[config.mk]
export PLATFORM = sky130hd
export DESIGN_NAME = reg_decoder
export DESIGN_NICKNAME = d
export VERILOG_FILES = /design/src/logic/proxy_probe_pkg.sv /design/src/logic/reg_decoder.sv
export VERILOG_INCLUDE_DIRS = /design/src /design/src/logic
export SDC_FILE = /design/constraint.sdc
export NUM_CORES = 1
export LEC_CHECK = 0
export BUFFER_PORTS_ARGS = -buffer_cell sky130_fd_sc_hd__buf_2
export CAP_MARGIN = 0
export CORE_AREA = 2 2 93 95
export CTS_BUF_LIST = sky130_fd_sc_hd__clkbuf_8 sky130_fd_sc_hd__clkbuf_16
export CTS_CLUSTER_SIZE = 40
export DETAILED_ROUTE_END_ITERATION = 12
export DIE_AREA = 0 0 95 97
export MAX_ROUTING_LAYER = met4
export PLACE_DENSITY = 0.62
export SLEW_MARGIN = 20
export SYNTH_ARGS = -nofsm -noshare
export SYNTH_HDL_FRONTEND = slang
export SYNTH_SLANG_ARGS = --single-unit
[constraint.sdc]
create_clock -name clk -period 0.8 [get_ports clk]
set_input_delay 0.16 -clock clk [delete_from_list [all_inputs] [get_ports clk]]
set_output_delay 0.16 -clock clk [all_outputs]
set_load 0.005 [all_outputs]
[src/logic/proxy_probe_config.svh]
`ifndef PROXY_PROBE_CONFIG_SVH
`define PROXY_PROBE_CONFIG_SVH

// Register bus widths
`define PP_ADDR_WID 10
`define PP_DATA_WID 32

// Proxied RAM depth in words
`define PP_MEM_DEPTH 256

// Identity words, ASCII " PRE" and "POST"
`define PP_ID_PRE  32'h2050_5245
`define PP_ID_POST 32'h504F_5354

// Region numbers in the top address bits, regions 2 and 3 unmapped
`define PP_REGION_INFO 2'd0
`define PP_REGION_MEM  2'd1

`endif
[src/logic/proxy_probe_pkg.sv]
package proxy_probe_pkg;

`include "proxy_probe_config.svh"

    // ----------------------------------------
    // Address split
    // ----------------------------------------
    localparam int REGION_WID = 2;
    localparam int OFFSET_WID = `PP_ADDR_WID - REGION_WID;

    // ----------------------------------------
    // Vector types
    // ----------------------------------------
    typedef logic [`PP_ADDR_WID-1:0] reg_addr_t;
    typedef logic [`PP_DATA_WID-1:0] reg_data_t;
    typedef logic [$clog2(`PP_MEM_DEPTH)-1:0] mem_addr_t;
    typedef logic [15:0] trigger_t;

    // Register bus request, wr and rd are single-cycle strobes
    typedef struct packed {
        logic      wr;
        logic      rd;
        reg_addr_t addr;
        reg_data_t wdata;
    } reg_req_t;

    // Register bus response, error and rdata valid with ack
    typedef struct packed {
        logic      ack;
        logic      error;
        reg_data_t rdata;
    } reg_rsp_t;

    typedef enum logic [1:0] {
        MEM_IDLE,
        MEM_WRITE,
        MEM_READ_WAIT,
        MEM_READ_CAPTURE
    } mem_state_t;

    // Info block register offsets
    localparam reg_addr_t INFO_ID_PRE  = 'd0;
    localparam reg_addr_t INFO_ID_POST = 'd1;
    localparam reg_addr_t INFO_TRIGGER = 'd2;
    localparam reg_addr_t INFO_STATUS  = 'd3;

    // Memory proxy register offsets
    localparam reg_addr_t MEM_ADDR   = 'd0;
    localparam reg_addr_t MEM_WDATA  = 'd1;
    localparam reg_addr_t MEM_CMD    = 'd2;
    localparam reg_addr_t MEM_RDATA  = 'd3;
    localparam reg_addr_t MEM_STATUS = 'd4;

    // Memory proxy command codes
    localparam reg_data_t CMD_WRITE = 'd1;
    localparam reg_data_t CMD_READ  = 'd2;

endpackage : proxy_probe_pkg

[src/logic/reg_decoder.sv]
`timescale 1ns/10ps

`include "proxy_probe_config.svh"

module reg_decoder import proxy_probe_pkg::*; (
    input  logic     clk,
    input  logic     srst,
    input  reg_req_t i_req,
    output reg_rsp_t o_rsp,
    output reg_req_t o_info_req,
    input  reg_rsp_t i_info_rsp,
    output reg_req_t o_mem_req,
    input  reg_rsp_t i_mem_rsp
);
    logic [REGION_WID-1:0] region;
    logic                  sel_info;
    logic                  sel_mem;
    logic                  unmapped;
    logic                  err_ack;

    // ----------------------------------------
    // Region decode and request routing
    // ----------------------------------------
    assign region   = i_req.addr[`PP_ADDR_WID-1:OFFSET_WID];
    assign sel_info = (region == `PP_REGION_INFO);
    assign sel_mem  = (region == `PP_REGION_MEM);
    assign unmapped = (i_req.wr || i_req.rd) && !sel_info && !sel_mem;

    always_comb begin
        o_info_req       = i_req;
        o_info_req.wr    = i_req.wr && sel_info;
        o_info_req.rd    = i_req.rd && sel_info;
        o_info_req.addr  = reg_addr_t'(i_req.addr[OFFSET_WID-1:0]);

        o_mem_req        = i_req;
        o_mem_req.wr     = i_req.wr && sel_mem;
        o_mem_req.rd     = i_req.rd && sel_mem;
        o_mem_req.addr   = reg_addr_t'(i_req.addr[OFFSET_WID-1:0]);
    end

    // Unmapped regions answer with an error, one cycle later like the targets
    always_ff @(posedge clk) begin
        if (srst) begin
            err_ack <= 1'b0;
        end else begin
            err_ack <= unmapped;
        end
    end

    // ----------------------------------------
    // Response merge
    // ----------------------------------------
    assign o_rsp.ack   = i_info_rsp.ack || i_mem_rsp.ack || err_ack;
    assign o_rsp.error = (i_info_rsp.ack && i_info_rsp.error)
                       || (i_mem_rsp.ack && i_mem_rsp.error)
                       || err_ack;
    assign o_rsp.rdata = (i_info_rsp.ack ? i_info_rsp.rdata : '0)
                       | (i_mem_rsp.ack ? i_mem_rsp.rdata : '0);

    // Only one request is in flight, so at most one source answers
    a_single_ack : assert property (@(posedge clk) disable iff (srst)
        $onehot0({i_info_rsp.ack, i_mem_rsp.ack, err_ack}));

endmodule : reg_decoder

---- Yosys cells after proc, flatten, opt, wreduce, memory -nomap -nowiden ----
Cells that the tools add are included.
storage, ports and cells
  bits in registers ....................... 1
  logic and storage cells ................. 21
operators by class
  equal/unequal tests ..................... 1
  multiplexer cells ....................... 2
  bitwise gates (word level) .............. 1
  reduce and logical (&&, ||, !) cells .... 16
operators with widths
  operator            count
  $mux 32             2
  $or 32x32->32       1
  $logic_and 1x1->1   8
  $logic_or 1x1->1    5
  $eq 2x1->1 const B  1
  $logic_not 1->1     2
  $logic_not 2->1     1

---- Longest topological paths before layout ----
  word-level depth ........................ 4
  mapped depth ............................ 3

---- Least setup slack after synthesis ----
OpenSTA, ideal clock, no wires.
  path type ............................... input to output
  start ................................... in i_info_rsp[33] (netlist bit)
  end ..................................... out o_rsp[33] (netlist bit)
  arrival time ............................ 645 ps
  path slack .............................. -5 ps
  cell stages on the path ................. 2
  buffers on the path ..................... 1
  cells stage by stage .................... buf_6 > or3_4
RTL lines
  element      RTL line           text
  from (decl)  reg_decoder.sv:11  input reg_rsp_t i_info_rsp,
  to (decl)    reg_decoder.sv:9   output reg_rsp_t o_rsp,

==> metrics <==
status finished with violations; failing checks setup timing; antenna-violating nets left 0; Int Power 471.9 uW; Worst EP required 0.64 ns; final hold slack 0.3200 ns; distinct cell type count after synthesis 11; Synth Area in Simple Gates 0.05069; final net count 278; crit path kind input pin to primary output; fin util 0.1543; Post-Place Cells 263; fmax 1.025 GHz; sequential element share of the synthesized area 0.01843; startpoint types input pin; yosys warns 0; Largest Register err_ack; layer with the highest usage met2; largest registers err_ack (1); Synth Area in Adders 0; DRT Wirelength 4454 um; CP Capture Type primary output; gpl congestion 0.6774; LEAKAGE roughly 0.00071 uW; Area Growth Syn to Fin 15.55%; die width 95 um; CP arrival 0.82 ns; DR vias between 900 and 1k; pin count of the biggest net entering global routing 32; first-pass GRT wire length approximately 5600 um; Die Area around 9000 sq um; GR Layer Usage met3 0.02103; Iter 0 DRT Violations 1; gr ovfl total 0; Worst Setup SP i_mem_rsp[33]; antenna diode count 0; Synth Register Bits 1; xor and xnor area share after synthesis 0; DRT Pass-1 Iters 3; met1 usage 0.07207; die height 97 um; core area 8134 sq um; max reg flops 1; Yosys top cell area share 0.5945; combinational power share 0.925; Rows 33; Worst Setup EP o_rsp[32]; Via density 3.704; DRC errors left 0; VDD IR-drop max 0.2396 mV; Psw 287.4 uW; Flop pwr share 0.075; layout cell share with drive strength beyond 1 0.7531; Final WS setup -0.1753 ns; PD cells 605.1 nW/um^2; DPL Wire Length 3704 um; worst hold path type input pin to primary output; initial core utilization 0.1335; Port Buffers around 110; Final Hold Viols 0; hold bufs inserted after CTS 0; RSZ-0062 raised after global routing true; final non-filler cell total 267; met2 GRT Util 0.1773; sw frac 0.3785; gr usage total 0.08424; Crit Path Max Fanout 3; fin crit share 1.219; Clock Power Share 0; Synth area leader buf_4; cell count after synthesis 134; I/O pin total 236; Post-synth EDFFs 0; top-count cell post-synth buf_4; Max Cap Viol 0; compound-gate portion of the synthesized area 0.2707; drt wl/cell 16.68 um; Mapped Area 1086 sq um; vias in the first global route 953; mux share of post-synthesis cell area 0; ranking of synthesized cells by area buf_4, a22o_1, buf_6; Avg Cell Area, Syn slightly above 8 sq um; Synth Flop Type dfxtp_1; Period minus WS final 0.9753 ns; main combinational cell family by area after synthesis buffers and inverters; initial antenna violation count 0; Pins Over Slew Limit 0; total power draw 759.3 uW; Post-synth top cells buf_4, a22o_1, buf_6; setup TNS -4.062 ns; async set-reset flop share out of synthesis 0; # setup viols final 34
[through the flow]
step                      worst slack (ns)  instance area, sq um
after CTS                          -0.1816                  1244
after floorplan                  0.0005881                  1097
after global routing               -0.1956                  1255
after global placement             -0.3947                  1099
after detailed placement           -0.4253                  1099
final                              -0.1753                  1255
[what timing repair did]
| action | in CTS | in global routing |
|---|---|---|
| gates resized for setup | 15 | 2 |
| endpoints found under the setup margin | 34 | 35 |
| setup buffers | 2 | 0 |
| pin swaps | 8 | 5 |
| gates cloned | 2 | 0 |
[per-layer routing]
metal,share of wire,wire length [um]
met5,0,0
met4,0.015,66
met3,0.14,631
met2,0.53,2375
met1,0.31,1381
[cells in the final DEF (no fill, tap or decap), drive strengths merged]
cell type  count
nor2           1
or3            1
and3b          2
a221o          1
nor3b          3
buf          117
a22o          32
dfxtp          1
conb           4
[kinds of logic after synthesis]
family / Yosys count
other: 1
flip-flops: 1
AO/OA/AOI/OAI: 33
AND/OR/NAND/NOR: 7
buffers and inverters: 92
[power groups by stage]
| stage | Sequential [uW] | Combinational, uW | Clock (uW) |
|---|---|---|---|
| after CTS | 57.0 | 709 | 0 |
| after global routing | 57.1 | 758 | 0 |
| after global placement | 57.0 | 608 | 0 |
| after detailed placement | 57.1 | 611 | 0 |
| after floorplan | 54.6 | 585 | 0 |
| final | 56.9 | 702 | 0 |
[worst min-delay path by stage]
stage	start	end	slack (ns)	depth (start not counted)
after floorplan	srst	err_ack$_SDFF_PP0_	0.24	1
after global placement	i_req[10]	o_info_req[10]	0.32	0
after detailed placement	i_req[10]	o_info_req[10]	0.32	0
after CTS	i_req[10]	o_info_req[10]	0.32	0
after global routing	i_req[16]	o_info_req[16]	0.32	0
final	i_req[7]	o_info_req[7]	0.32	0
[worst max-delay path: stages]
cell	delay (ns)
buf_8	0.10
buf_6	0.11
a221o_2	0.32
buf_2	0.13
[layout make-up]
| class | instances | area (sq um) |
|---|---|---|
| fill | 911 | 6879 |
| tap | 105 | 131.4 |
| sequential | 1 | 20.02 |
| multi-input combinational | 44 | 376.6 |
| timing repair buffer | 117 | 726.9 |
Note: power is estimated with default switching activity, not from simulation.
