## src/logic/proxy_probe_config.svh

```systemverilog
`ifndef PROXY_PROBE_CONFIG_SVH
`define PROXY_PROBE_CONFIG_SVH

// Register bus widths
`define PP_ADDR_WID 10
`define PP_DATA_WID 32

// Proxied RAM depth in words
`define PP_MEM_DEPTH 256

// Identity words, ASCII " PRE" and "POST"
`define PP_ID_PRE  32'h2050_5245
`define PP_ID_POST 32'h504F_5354

// Region numbers in the top address bits, regions 2 and 3 unmapped
`define PP_REGION_INFO 2'd0
`define PP_REGION_MEM  2'd1

`endif
```

## src/logic/proxy_probe_pkg.sv

```systemverilog
package proxy_probe_pkg;

`include "proxy_probe_config.svh"

    // ----------------------------------------
    // Address split
    // ----------------------------------------
    localparam int REGION_WID = 2;
    localparam int OFFSET_WID = `PP_ADDR_WID - REGION_WID;

    // ----------------------------------------
    // Vector types
    // ----------------------------------------
    typedef logic [`PP_ADDR_WID-1:0] reg_addr_t;
    typedef logic [`PP_DATA_WID-1:0] reg_data_t;
    typedef logic [$clog2(`PP_MEM_DEPTH)-1:0] mem_addr_t;
    typedef logic [15:0] trigger_t;

    // Register bus request, wr and rd are single-cycle strobes
    typedef struct packed {
        logic      wr;
        logic      rd;
        reg_addr_t addr;
        reg_data_t wdata;
    } reg_req_t;

    // Register bus response, error and rdata valid with ack
    typedef struct packed {
        logic      ack;
        logic      error;
        reg_data_t rdata;
    } reg_rsp_t;

    typedef enum logic [1:0] {
        MEM_IDLE,
        MEM_WRITE,
        MEM_READ_WAIT,
        MEM_READ_CAPTURE
    } mem_state_t;

    // Info block register offsets
    localparam reg_addr_t INFO_ID_PRE  = 'd0;
    localparam reg_addr_t INFO_ID_POST = 'd1;
    localparam reg_addr_t INFO_TRIGGER = 'd2;
    localparam reg_addr_t INFO_STATUS  = 'd3;

    // Memory proxy register offsets
    localparam reg_addr_t MEM_ADDR   = 'd0;
    localparam reg_addr_t MEM_WDATA  = 'd1;
    localparam reg_addr_t MEM_CMD    = 'd2;
    localparam reg_addr_t MEM_RDATA  = 'd3;
    localparam reg_addr_t MEM_STATUS = 'd4;

    // Memory proxy command codes
    localparam reg_data_t CMD_WRITE = 'd1;
    localparam reg_data_t CMD_READ  = 'd2;

endpackage : proxy_probe_pkg

```

## src/logic/info_reg_block.sv

```systemverilog
`timescale 1ns/10ps

`include "proxy_probe_config.svh"

module info_reg_block import proxy_probe_pkg::*; (
    input  logic     clk,
    input  logic     srst,
    input  reg_req_t i_req,
    output reg_rsp_t o_rsp
);
    trigger_t    trigger_q;
    trigger_t    trig_capture_q;
    logic [15:0] trig_count_q;
    reg_rsp_t    rsp_q;

    always_ff @(posedge clk) begin
        if (srst) begin
            trigger_q      <= '0;
            trig_capture_q <= '0;
            trig_count_q   <= '0;
            rsp_q          <= '0;
        end else begin
            rsp_q.ack   <= i_req.wr || i_req.rd;
            rsp_q.error <= 1'b0;
            rsp_q.rdata <= '0;

            // ----------------------------------------
            // Writes
            // ----------------------------------------
            if (i_req.wr) begin
                case (i_req.addr)
                    INFO_TRIGGER: begin
                        trigger_q      <= trigger_t'(i_req.wdata);
                        trig_capture_q <= trigger_t'(i_req.wdata);
                        // Count wraps at 16 bits
                        trig_count_q   <= trig_count_q + 1'b1;
                    end
                    // Identity and status words are read-only
                    default: rsp_q.error <= 1'b1;
                endcase
            end

            // ----------------------------------------
            // Reads
            // ----------------------------------------
            if (i_req.rd) begin
                case (i_req.addr)
                    INFO_ID_PRE:  rsp_q.rdata <= reg_data_t'(`PP_ID_PRE);
                    INFO_ID_POST: rsp_q.rdata <= reg_data_t'(`PP_ID_POST);
                    INFO_TRIGGER: rsp_q.rdata <= reg_data_t'(trigger_q);
                    INFO_STATUS:  rsp_q.rdata <= reg_data_t'({trig_count_q, trig_capture_q});
                    default:      rsp_q.error <= 1'b1;
                endcase
            end
        end
    end

    assign o_rsp = rsp_q;

    // One strobe at a time, acked next cycle before any new request
    a_ack_next : assert property (@(posedge clk) disable iff (srst)
        (i_req.wr || i_req.rd) |-> !(i_req.wr && i_req.rd)
            ##1 (o_rsp.ack && !i_req.wr && !i_req.rd));

endmodule : info_reg_block

```

## config.mk

```make
export PLATFORM = sky130hd
export DESIGN_NAME = info_reg_block
export DESIGN_NICKNAME = d
export VERILOG_FILES = /design/src/logic/proxy_probe_pkg.sv /design/src/logic/info_reg_block.sv
export VERILOG_INCLUDE_DIRS = /design/src /design/src/logic
export SDC_FILE = /design/constraint.sdc
export NUM_CORES = 1
export LEC_CHECK = 0
export BUFFER_PORTS_ARGS = -buffer_cell sky130_fd_sc_hd__buf_2
export CORE_MARGIN = 8
export CORE_UTILIZATION = 44
export DETAILED_ROUTE_END_ITERATION = 12
export PLACE_DENSITY = 0.79
export SLEW_MARGIN = 20
export SYNTH_ARGS = -nofsm -noshare
export SYNTH_HDL_FRONTEND = slang
export SYNTH_SLANG_ARGS = --single-unit
```

## constraint.sdc

```tcl
create_clock -name clk -period 2.55 [get_ports clk]
set_clock_uncertainty 0.15 [all_clocks]
set_input_delay 0.3825 -clock clk [delete_from_list [all_inputs] [get_ports clk]]
set_output_delay 0.3825 -clock clk [all_outputs]
set_load 0.005 [all_outputs]
```

; Word-level counts from Yosys, hierarchy flattened
; Cells that the tools add are included.
[totals]
latchBits = 0
mem_bits_ro = 0
elab_cells = 20
ram_bits = 0
output_inout_bits = 34
memories = 0
in_bits = 46
reg_bits = 66
[op_classes]
muxes = 5
bitwise_logic = 1
n_reduce_logical = 5
div = 0
n_eq_ne = 3
n_shift = 0
addsub = 1
order_cmp = 0
n_mul = 0
[op_table]
columns = cell, n
row1 = case mux 32 bit (4 select lines), 1
row2 = 2-to-1 mux 33 bit, 1
row3 = "equality test 10 x 2 -> 1 bit, second input constant", 2
row4 = "adder 16 x 1 -> 16 bit, second input constant", 1
row5 = "equality test 10 x 1 -> 1 bit, second input constant", 1
row6 = logical NOT 10 bit, 1
row7 = OR reduction 4 bit, 1
row8 = 2-to-1 mux 1 bit, 3
row9 = AND reduction 2 bit, 1
row10 = OR reduction 2 bit, 1
row11 = logical OR 1 bit, 1
row12 = NOT 1 bit, 1

; Logic depth before layout (Yosys ltp)
[logic_depth]
ltp_word = 5
ltp_mapped = 6
depth_no_buf = 5

; Worst setup path after synthesis
; OpenSTA, ideal clock, no wires.
[synth_path]
kind = input -> register
start = in i_req[41] (netlist bit)
end = reg trig_count_q[15]
t_arrival_ns = 2.395
n_path_buf = 1
setup_slack_ns = -0.118
setup_time_ns = 0.123
stages = 5
required_time_ns = 2.277
path_cell_list = or4_4 -> buf_6 -> or4_4 -> or4b_1 -> mux2_1
[synth_between]
elab_chain_len = 2
[synth_rtl]
columns = element, line_no
row1 = start: declaration, info_reg_block.sv:8  ; input reg_req_t i_req,
row2 = equality test 10 x 2 -> 1 bit, info_reg_block.sv:31  ; case (i_req.addr)
row3 = AND reduction 2 bit (no source line), -
row4 = end signal: assignment, info_reg_block.sv:36  ; trig_count_q <= trig_count_q + 1'b1;
row5 = end: declaration, info_reg_block.sv:13  ; logic [15:0] trig_count_q;
; Every way passes these cells.
; A chain may end at the register's enable or synchronous reset.

; Worst setup path after layout
[layout_path]
start = in i_req[37] (netlist bit)
end = reg trig_count_q[15]
; Same word-level chain as after synthesis.

==> run metrics <==
min cycle time layout 2.31 ns; commonest cells after routing, fill and taps aside dfxtp_1 (66), buf_2 (63), nand2_1 (44); crit path DAT 2.37 ns; Yosys top cell area share 55.7%; Setup-failing EPs final 0; area grow syn2layout 25.9%; Largest stage delay, worst path 0.54 ns; worst hold start i_req[7]; Hold WC Path Type in -> reg; IO Pins 80; Synth Area in Compound Gates 13.1%; wire length per cell 13.5 um; chip height 89.4 um; number of buffers created by CTS 9; Synth area leader dfxtp_1; worst r2r dst trig_count_q[15]; commonest non-fill, non-tap cell in the layout dfxtp_1; hpwl dp 3840 um; GPL Wtd Cong 0.778; fraction of layout cells with a size suffix above 1 27.8%; mux share of post-synthesis cell area 0.474%; Worst Path Buf+Inv 1; xor-xnor portion of the synthesized cell area 1.85%; most used cell, CP or4_4; Post-Route WL 5460 um; Final Hold Vio Count 0; hold path depth 3; setup bufs post-CTS 0; Critical R2R Launch trig_count_q[3]; Final period util 90.4%; adder-cell share of the synthesized area 0.527%; Core Util, Final 57.8%; leak pwr 1.22 nW; Vias/cell 5.01; row count 26; reg2reg setup slack 0.34 ns; CTS tree done; FF/Latch Area 1320 um^2; P per Cell Area 640 nW/um^2; Seq cells post-synth 66; drt drc 0; Max clock buf depth 2; initial antenna violation count 0; post-synth cell types 35; hold slack 0.136 ns; CP Max Fanout 2; worst path cell trace buf_2, or4_4, or4_4, or4b_1, mux2_1; worst slew pin tran 0.397 ns; Slew HR 73.3%; Pwr Total 1.91 mW; Max-cap violations 0; RSZ-0062 raised after global routing no; DR iter-0 viols 136; die area 8000 um^2; Antenna diodes 0; Critical Path Sink Type flop; Post-Syn Area 2370 um^2; Ys Warns 0; CP required 2.62 ns; largest family of logic cells by synthesized area simple AND/OR/NAND/NOR gates; crit path max-delay cell type or4_4; clk slew on worst S/H paths 0.07 ns; crit start category primary input; initial cell density of the core 45.9%; Synth area leaders dfxtp_1 (56%), a21oi_1 (8.0%), nand2_1 (7.0%); hold-critical path endpoint trig_capture_q[7]; H-Tree Depth 3; Post-CTS Resized 0; ANT nets after route 0; layout net count 377; Avg Inst Size Synth 9.06 um^2; total grt overflow 0; largest net degree at the start of global routing 38; vias in the first global route 1959; total iterations of the first detailed-routing run 4; via count 2024; setup TNS 0 ns; die extent in x 89.4 um; Worst VDD drop 0.331 mV; GRT Total Usage 14.4%; core area 5170 um^2; CP top delay family simple AND/OR/NAND/NOR gates; CTS root buffer clkbuf_8; Syn Inst Count 262; cts hold-fix bufs 0; Worst Path Class, Setup in -> reg; fin. max-slew vios 0; Synth Net Count 309; port bufs 63; R2R depth 4; clock sinks 66; register area share after synthesis 55.7%; fmax 0.434 GHz; status finished, final reports clean; Filler cells 465; worst-skew pair later-pin latency 0.33 ns; Synth Area in Simple Gates 24.4%; global-route wire length before repair 8780 um; area of the multi-input gates 972 um^2
tightest hold or removal path, delay by kind of cell:
kind	cells	cell delay (ns)
AO/OA/AOI/OAI	1	0.05
AND/OR/NAND/NOR	1	0.04
buffers and inverters	1	0.09
worst max path at each step:
stage	end	cells past startpoint	from	slack (ns)
finish	trig_count_q[15]	5	i_req[37]	0.24
global route	trig_count_q[9]	6	i_req[37]	0.22
detailed placement	trig_count_q[15]	5	i_req[37]	-0.1
CTS	trig_count_q[15]	5	i_req[37]	0.26
global placement	trig_count_q[15]	5	i_req[37]	-0.07
floorplan	trig_count_q[15]	5	i_req[37]	-0.06
flip-flops by register name (all words and copies together) (netlist names):
name,cells
o_rsp,34
trig_count_q,16
trig_capture_q,16
per-layer routing:
| metal | track usage (%) | vias to the layer above | wire length (um) |
|---|---|---|---|
| li1 | - | 1050 | - |
| met1 | 16.5 | 909 | 2430 |
| met2 | 22.6 | 54 | 2610 |
| met3 | 5.15 | 11 | 307 |
| met4 | 8.46 | 0 | 111 |
| met5 | 0 | - | 0 |
stage by stage:
step                      cell area (um^2)  worst slack (ns)  std cells
after floorplan                       2380           -0.0618        262
after global placement                2800           -0.0742        389
after detailed placement              2800           -0.0987        389
after CTS                             2990             0.263        404
after global routing                  2990             0.218        404
final                                 2990             0.244        404
synth_stat cells:
cell type and count:
a311oi_1 1, or3_1 3, nand4b_1 2, mux2_1 1
nand3_1 8, xnor2_1 5, nor2_1 11, buf_1 1
buf_2 1, or2_2 1, o31ai_1 4, a41o_1 1
or4_4 2, nor4_1 6, o22ai_1 1, a21oi_1 38
or4_1 5, nand4_1 4, nor3_1 2, nand3b_1 3
dfxtp_1 66, and3b_1 1, nor2b_1 1, and3_1 9
o21a_1 5, nor4b_1 1, or4b_1 1, ha_1 1
nand2_1 44, inv_1 7, o41ai_1 1, o21ai_0 4
buf_6 1, and2_1 7, clkbuf_1 13
final cells by class:
class / instances / area share (%)
Multi-Input combinational cell: 173 / 32.5
Timing Repair Buffer: 73 / 13.1
Sequential cell: 66 / 44.2
Clock buffer: 14 / 6.11
Clock inverter: 1 / 0.251
Inverter: 7 / 0.879
Tap cell: 70 / 2.93
report_power, final:
part | leakage [nW] | total, mW | switching [mW] | internal, mW
registers | 0.532 | 1.03 | 0.000504 | 1.03
logic | 0.596 | 0.0641 | 0.0364 | 0.0277
clock network | 0.0948 | 0.814 | 0.360 | 0.455
cells by family (layout without fill, tap and decap cells):
logic type | after synthesis | after routing
AND/OR/NAND/NOR | 111 | 111
flip-flops | 66 | 66
AO/OA/AOI/OAI | 55 | 55
buffers and inverters | 23 | 95
XOR/XNOR | 5 | 5
adder cells (fa/ha/maj) | 1 | 1
multiplexers | 1 | 1
No activity file was read; power rests on OpenSTA's default activity.
