## config.mk

```make
export PLATFORM = sky130hd
export DESIGN_NAME = mem_proxy
export DESIGN_NICKNAME = d
export VERILOG_FILES = /design/src/logic/proxy_probe_pkg.sv /design/src/logic/mem_proxy.sv
export VERILOG_INCLUDE_DIRS = /design/src /design/src/logic
export SDC_FILE = /design/constraint.sdc
export NUM_CORES = 1
export LEC_CHECK = 0
export ABC_AREA = 1
export BUFFER_PORTS_ARGS = -buffer_cell sky130_fd_sc_hd__buf_4
export CAP_MARGIN = 20
export CORE_ASPECT_RATIO = 1.75
export CORE_MARGIN = 2
export CORE_UTILIZATION = 50
export CTS_CLUSTER_DIAMETER = 60
export DETAILED_ROUTE_END_ITERATION = 8
export HOLD_SLACK_MARGIN = 0.03
export MAX_ROUTING_LAYER = met4
export PLACE_DENSITY = 0.8
export SLEW_MARGIN = 20
export SYNTH_ARGS = -nofsm -noshare
export SYNTH_HDL_FRONTEND = slang
export SYNTH_SLANG_ARGS = --single-unit
```

## constraint.sdc

```tcl
create_clock -name clk -period 1.75 [get_ports clk]
set_input_delay 0.175 -clock clk [delete_from_list [all_inputs] [get_ports clk]]
set_output_delay 0.175 -clock clk [all_outputs]
set_load 0.1 [all_outputs]
```

## src/logic/proxy_probe_config.svh

```systemverilog
`ifndef PROXY_PROBE_CONFIG_SVH
`define PROXY_PROBE_CONFIG_SVH

// Register bus widths
`define PP_ADDR_WID 10
`define PP_DATA_WID 32

// Proxied RAM depth in words
`define PP_MEM_DEPTH 256

// Identity words, ASCII " PRE" and "POST"
`define PP_ID_PRE  32'h2050_5245
`define PP_ID_POST 32'h504F_5354

// Region numbers in the top address bits, regions 2 and 3 unmapped
`define PP_REGION_INFO 2'd0
`define PP_REGION_MEM  2'd1

`endif
```

## src/logic/proxy_probe_pkg.sv

```systemverilog
package proxy_probe_pkg;

`include "proxy_probe_config.svh"

    // ----------------------------------------
    // Address split
    // ----------------------------------------
    localparam int REGION_WID = 2;
    localparam int OFFSET_WID = `PP_ADDR_WID - REGION_WID;

    // ----------------------------------------
    // Vector types
    // ----------------------------------------
    typedef logic [`PP_ADDR_WID-1:0] reg_addr_t;
    typedef logic [`PP_DATA_WID-1:0] reg_data_t;
    typedef logic [$clog2(`PP_MEM_DEPTH)-1:0] mem_addr_t;
    typedef logic [15:0] trigger_t;

    // Register bus request, wr and rd are single-cycle strobes
    typedef struct packed {
        logic      wr;
        logic      rd;
        reg_addr_t addr;
        reg_data_t wdata;
    } reg_req_t;

    // Register bus response, error and rdata valid with ack
    typedef struct packed {
        logic      ack;
        logic      error;
        reg_data_t rdata;
    } reg_rsp_t;

    typedef enum logic [1:0] {
        MEM_IDLE,
        MEM_WRITE,
        MEM_READ_WAIT,
        MEM_READ_CAPTURE
    } mem_state_t;

    // Info block register offsets
    localparam reg_addr_t INFO_ID_PRE  = 'd0;
    localparam reg_addr_t INFO_ID_POST = 'd1;
    localparam reg_addr_t INFO_TRIGGER = 'd2;
    localparam reg_addr_t INFO_STATUS  = 'd3;

    // Memory proxy register offsets
    localparam reg_addr_t MEM_ADDR   = 'd0;
    localparam reg_addr_t MEM_WDATA  = 'd1;
    localparam reg_addr_t MEM_CMD    = 'd2;
    localparam reg_addr_t MEM_RDATA  = 'd3;
    localparam reg_addr_t MEM_STATUS = 'd4;

    // Memory proxy command codes
    localparam reg_data_t CMD_WRITE = 'd1;
    localparam reg_data_t CMD_READ  = 'd2;

endpackage : proxy_probe_pkg

```

## src/logic/mem_proxy.sv

```systemverilog
`timescale 1ns/10ps

`include "proxy_probe_config.svh"

module mem_proxy import proxy_probe_pkg::*; (
    input  logic      clk,
    input  logic      srst,
    input  reg_req_t  i_req,
    output reg_rsp_t  o_rsp,
    output logic      o_ram_en,
    output logic      o_ram_we,
    output mem_addr_t o_ram_addr,
    output reg_data_t o_ram_wdata,
    input  reg_data_t i_ram_rdata
);
    mem_state_t state;
    mem_addr_t  addr_q;
    mem_addr_t  addr_next;
    reg_data_t  wdata_q;
    reg_data_t  rdata_q;
    reg_rsp_t   rsp_q;
    logic       busy;

    assign busy      = (state != MEM_IDLE);
    // Auto-increment wraps at the memory depth
    assign addr_next = (addr_q == mem_addr_t'(`PP_MEM_DEPTH - 1)) ? '0 : addr_q + 1'b1;

    always_ff @(posedge clk) begin
        if (srst) begin
            state   <= MEM_IDLE;
            addr_q  <= '0;
            wdata_q <= '0;
            rdata_q <= '0;
            rsp_q   <= '0;
        end else begin
            // ----------------------------------------
            // Command FSM
            // ----------------------------------------
            case (state)
                MEM_WRITE: begin
                    addr_q <= addr_next;
                    state  <= MEM_IDLE;
                end
                MEM_READ_WAIT: state <= MEM_READ_CAPTURE;
                MEM_READ_CAPTURE: begin
                    rdata_q <= i_ram_rdata;
                    addr_q  <= addr_next;
                    state   <= MEM_IDLE;
                end
                default: state <= MEM_IDLE;
            endcase

            rsp_q.ack   <= i_req.wr || i_req.rd;
            rsp_q.error <= 1'b0;
            rsp_q.rdata <= '0;

            // ----------------------------------------
            // Window register access
            // ----------------------------------------
            // A host write to MEM_ADDR takes priority over the auto-increment
            if (i_req.wr) begin
                case (i_req.addr)
                    MEM_ADDR:  addr_q  <= mem_addr_t'(i_req.wdata);
                    MEM_WDATA: wdata_q <= i_req.wdata;
                    MEM_CMD: begin
                        if (busy) begin
                            rsp_q.error <= 1'b1;
                        end else if (i_req.wdata == CMD_WRITE) begin
                            state <= MEM_WRITE;
                        end else if (i_req.wdata == CMD_READ) begin
                            state <= MEM_READ_WAIT;
                        end else begin
                            rsp_q.error <= 1'b1;
                        end
                    end
                    default: rsp_q.error <= 1'b1;
                endcase
            end

            if (i_req.rd) begin
                case (i_req.addr)
                    MEM_ADDR:   rsp_q.rdata <= reg_data_t'(addr_q);
                    MEM_WDATA:  rsp_q.rdata <= wdata_q;
                    MEM_CMD:    rsp_q.rdata <= '0;
                    MEM_RDATA:  rsp_q.rdata <= rdata_q;
                    MEM_STATUS: rsp_q.rdata <= reg_data_t'(busy);
                    default:    rsp_q.error <= 1'b1;
                endcase
            end
        end
    end

    assign o_rsp = rsp_q;

    // RAM port, address and data held in the window registers during a command
    assign o_ram_en    = (state == MEM_WRITE) || (state == MEM_READ_WAIT);
    assign o_ram_we    = (state == MEM_WRITE);
    assign o_ram_addr  = addr_q;
    assign o_ram_wdata = wdata_q;

    // RAM is only touched in the cycle after an accepted command
    a_en_active : assert property (@(posedge clk) disable iff (srst)
        o_ram_en |-> $past(i_req.wr && i_req.addr == MEM_CMD && !busy));

    a_we_in_write : assert property (@(posedge clk) disable iff (srst)
        o_ram_we |-> $past(i_req.wr && i_req.addr == MEM_CMD && i_req.wdata == CMD_WRITE));

endmodule : mem_proxy

```

Yosys cells after proc, flatten, opt, wreduce, memory -nomap -nowiden
Index checks and enable logic that the tools add are counted.

Reduce and logical (&&, ||, !) cells: 9. Muxes and demuxes: 18. Equality and inequality tests: 10. Bitwise gates (word level): 1. Add/sub/neg operators: 1.

Operator list (number): 32-bit one-hot mux with 4 select lines (1); 33-bit 2-to-1 mux (1); 32-bit by 1-bit == test with 1-bit output (second input constant) (1); 32-bit by 2-bit == test with 1-bit output (second input constant) (1); 8-bit 2-to-1 mux (4); 10-bit by 2-bit == test with 1-bit output (second input constant) (2); 2-bit 2-to-1 mux (6); 10-bit by 1-bit == test with 1-bit output (second input constant) (1); 10-bit by 3-bit == test with 1-bit output (second input constant) (1); 10-bit zero test (1); 8-bit by 1-bit adder with 8-bit output (second input constant) (1); 8-bit == test (second input constant) (1); 2-bit OR reduction (3); 1-bit 2-to-1 mux (5); 5-bit OR reduction (1); 2-bit == test (second input constant) (2); 2-bit by 1-bit == test with 1-bit output (second input constant) (1); 1-bit logical OR (2); 1-bit one-hot mux with 2 select lines (1); 2-bit AND reduction (1); 2-bit nonzero test (1); 1-bit NOT (1).

Logic and storage cells: 46. Input bits: 78. Flip-flop bits (word level): 108. Output and inout bits: 76.

Depth between registers and ports, before layout
Depth after elaboration: 8. Gate-level depth with buffers: 11. Depth with buffers taken out: 11.

Worst setup path after synthesis
Ideal clock, no wire load.

Path type: register to register. Start point: register state[1]. End point: register addr_q[7], in the netlist o_ram_addr[7]. Arrival time: 2122 ps. Path slack: -441 ps. Stages on the path, launching flop included: 11. Path through: dfxtp_1 inv_1 ha_1 inv_1 nand2_1 nand3_1 nor3_1 nand2_1 nand2_1 nand3_1 a21oi_1.

Word-level cells in the longest chain between the ends: 5. Elaborated cells on any way between the ends: 6. Classes of those cells: eq/ne: 2; mux: 3; reduce/logical: 1.

Ends and longest elaborated chain: start: declaration (RTL line mem_proxy.sv:16) `mem_state_t state;`; start signal: assignment (RTL line mem_proxy.sv:30) `state <= MEM_IDLE;`; start signal: assignment (RTL line mem_proxy.sv:42) `state <= MEM_IDLE;`; start signal: assignment (RTL line mem_proxy.sv:44) `MEM_READ_WAIT: state <= MEM_READ_CAPTURE;`; 2-bit by 1-bit == test with 1-bit output (*); named net o_ram_we (RTL line mem_proxy.sv:11) `output logic o_ram_we,`; 2-bit OR reduction (no line) (*); 8-bit 2-to-1 mux (*) (RTL line mem_proxy.sv:39) `case (state)`; 8-bit 2-to-1 mux (RTL line mem_proxy.sv:62) `case (i_req.addr)`; 8-bit 2-to-1 mux (*) (RTL line mem_proxy.sv:61) `if (i_req.wr) begin`; end signal: assignment (RTL line mem_proxy.sv:41) `addr_q <= addr_next;`; end signal: assignment (RTL line mem_proxy.sv:47) `addr_q <= addr_next;`; end signal: assignment (RTL line mem_proxy.sv:63) `MEM_ADDR: addr_q <= mem_addr_t'(i_req.wdata);`; end: declaration (RTL line mem_proxy.sv:17) `mem_addr_t addr_q;`.

The timed path passes the listed nets; every way through them passes the cells marked *. A chain may end at the register's enable or synchronous reset.

Worst setup path after layout
Start point: register state[0]. End point: output port o_ram_en.

Word-level cells in the longest chain between the ends: 2. Elaborated cells on any way between the ends: 3. Classes of those cells: eq/ne: 2; reduce/logical: 1.

Ends and longest elaborated chain: 2-bit by 1-bit == test with 1-bit output / 2-bit == test (equally long branches) (RTL line mem_proxy.sv:96) `assign o_ram_en = (state == MEM_WRITE) || (state == MEM_READ_WAIT);`; 1-bit logical OR (*) (RTL line mem_proxy.sv:96); end: declaration (RTL line mem_proxy.sv:10) `output logic o_ram_en,`.

Mark *: on every way between the ends. The rest lies on a longest branch, timed or not.

==> impl_metrics.csv <==
group,metric,value,unit
run_status,status,"finished, final reports clean",
power_and_ir_drop,power,0.00496,W
synth,netlist_instances,623,
synth,synth_warnings,0,
grt,grtUsageTotal,0.297,
place,io_buffers,153,
floorplan,io_pins,154,
drt,final_antenna_net_count,0,
cts,tritoncts,"built",
grt,grt_max_degree,41,
floorplan,dieWidth,75.4,um
cells_and_area,stdcell_count,897,
synth,yosysTopAreaCell,"dfxtp_1",
setup_path,required,1.57,ns
setup_path,startpoint_type,"flip-flop",
floorplan,core-area,8670,um2
timing,final.setup.worst_slack,0.0869,ns
timing,slew_headroom,0.623,
power_and_ir_drop,vdd_drop_max,705,uV
place,dpl.hpwl,10.0,mm
drt,drc,0,
grt,grt_pass1_wl,21.2,mm
floorplan,die_area,9710,um2
grt,antenna_found_initial,0,
cells_and_area,drive_above_1_share,0.258,
cells_and_area,layout.nets,858,
setup_path,worstPathMaxFanout,3,
place,place_inst,880,
synth,synth_top_area_share,0.485,
timing,setup_viol,0,
job,max_cap_violations,0,
drt,first_iter_violations,349,
timing,tns,0,ns
synth,synthArstFlopShare,0,
setup_path,crit_path_end_kind,"output pin",
drt,num_vias,4752,
timing,tightest_slew,0.562,ns
setup_path,path_class,"flip-flop to output pin",
cts,htree_levels,3,
timing,final.period_utilization,0.950,
drt,dr.max_layer_used,"met4",
drt,routed-wl-met2,7.44,mm
power_and_ir_drop,p_per_area,807,nW/um2
setup_path,worstPathArrival,1.49,ns
drt,avgRoutedWirePerCell,15.2,um
synth,synth_seq_cells,108,
timing,whs,0.0478,ns
timing,maxSlewViolCount,0,
place,place.gp.congestion,0.964,
cells_and_area,antenna_cells,0,
cells_and_area,area_growth_syn_to_layout,37.9,%
timing,finClkSkew,0.00509,ns
cts,cts_buffer_depth,2,
cts,worstSkewPairLatency,0.35,ns
synth,yosys-top-cells-area,"dfxtp_1 49%, nor2_1 14%, o21ai_0 8.0%",
synth,yosys_most_used_dff,"dfxtp_1",
cts,cts_root_buf,"clkbuf_16",
drt,dr_wl_met3,883,um
place,preCtsSetupSlack,0.0979,ns
timing,timing.final.hold_violations,0,
power_and_ir_drop,p_leak,2.74,nW
grt,grt_overflow,0,
drt,via_per_inst,5.30,
hold_path,hold_class,"input pin to flip-flop",
timing,fmax,601,MHz
timing,rsz0062_at_grt,"no",
drt,routed_wl,13.6,mm
synth,netlist_area,4460,um2
floorplan,initial_core_util,0.514,
cts,cts-buffers-inserted,9,
grt,grt_pass1_vias,4660,
synth,synth.yosys.seq_area_share,0.485,
synth,postSynthAreaPerCell,7.15,um2
cts,cts_sinks,108,
synth,syn_nets,706,
drt,firstDrtPassIters,5,
drt,wl_met1,4.62,mm
floorplan,dieHeight,129,um
cts,clkTransAtPathRegs,0.07,ns
floorplan,row_count,45,
cells_and_area,fill_cells,736,
synth,ys_types,25,
timing,post-route-min-period,1.66,ns
synth,synth-edff-count,0,
[path summary, 6_finish.rpt]
kind | from | to | slack, ns | depth (start not counted)
worst max-delay path | state[0]$_SDFF_PP0_ | o_ram_en | 0.09 | 3
worst min-delay path | i_ram_rdata[21] | rdata_q[21]$_SDFFE_PP0P_ | 0.05 | 3
worst max register to register | state[0]$_SDFF_PP0_ | o_ram_addr[5]$_SDFF_PP0_ | 0.12 | 8
worst min register to register | rdata_q[1]$_SDFFE_PP0P_ | rdata_q[1]$_SDFFE_PP0P_ | 0.46 | 2
[flip-flops by register name, summed over array words and instances (netlist names)]
signal	count
o_ram_addr	8
o_ram_wdata	32
o_rsp	34
rdata_q	32
state	2
[routing by layer]
layer,track usage,up-vias
li1,-,2294
met1,0.294,2200
met2,0.521,211
met3,0.0595,47
met4,0.162,0
met5,-,-
[per-stage QoR]
stage / utilization / instance area (um2)
6_report: 0.709 / 6140
5_1_grt: 0.709 / 6140
4_1_cts: 0.707 / 6130
3_5_place_dp: 0.670 / 5810
3_3_place_gp: 0.670 / 5810
2_1_floorplan: - / 4480
[area by class of cell]
type,count,area (um2),share of cell area
clock buffer,10,229,0.0373
clock inverter,6,93.8,0.0153
inverter,48,180,0.0293
multi-input combinational,438,2000,0.325
sequential,108,2170,0.353
tap,117,146,0.0238
timing repair buffer,170,1330,0.216
[cells by family (layout without fill, tap and decap cells)]
| logic type | count (synthesis) | after routing | share of synthesized area |
|---|---|---|---|
| AOI/OAI and AO/OA | 125 | 125 | 0.141 |
| xor gates and xnor gates | 4 | 4 | 0.00786 |
| adders and majority gates | 5 | 5 | 0.0140 |
| buffers and inverters | 77 | 234 | 0.0716 |
| DFF | 108 | 108 | 0.485 |
| and+or+nand+nor | 304 | 304 | 0.280 |
[worst max-delay path, stage by stage (launching register included)]
cell	delay (ns)
dfxtp_1	0.42
inv_1	0.09
ha_1	0.33
buf_4	0.30
[placed cells by master (no fill, tap or decap), types with 2 or more instances in the layout]
cell | Yosys | layout
ha_1 | 5 | 4
nor2_1 | 163 | 163
nand4_1 | 3 | 3
a21oi_1 | 50 | 50
nor3_1 | 4 | 3
o21ai_0 | 71 | 71
nand2_1 | 85 | 85
inv_1 | 46 | 45
bufinv_16 | 0 | 2
clkbuf_16 | 0 | 9
buf_4 | 0 | 165
inv_2 | 2 | 2
dfxtp_1 | 108 | 102
nor2_2 | 2 | 2
nand3_1 | 42 | 42
buf_12 | 0 | 4
xor2_1 | 4 | 4
dfxtp_2 | 0 | 6
[power by group]
group / internal [W] / leakage [nW] / switching [W]
logic: 0.000153 / 1.70 / 0.000157
clock network: 0.00127 / 0.159 / 0.000920
registers: 0.00246 / 0.873 / 0.00000153
[repair_timing]
action,4_1_cts,5_1_grt
resized for setup,0,1
setup endpoints to repair,0,1
hold buffers,0,1
hold endpoints to repair,0,1
setup buffers,0,0
[Yosys cell counts, types with 2 or more instances]
cell type / number
dfxtp_1: 108
nor3_1: 4
buf_2: 6
nand2_1: 85
clkbuf_1: 19
buf_6: 3
a21oi_1: 50
nand3_1: 42
xor2_1: 4
inv_2: 2
inv_1: 46
o21ai_1: 2
ha_1: 5
nand4_1: 3
o21ai_0: 71
nor2_2: 2
nor2_1: 163
(Power assumes the default switching activity.)
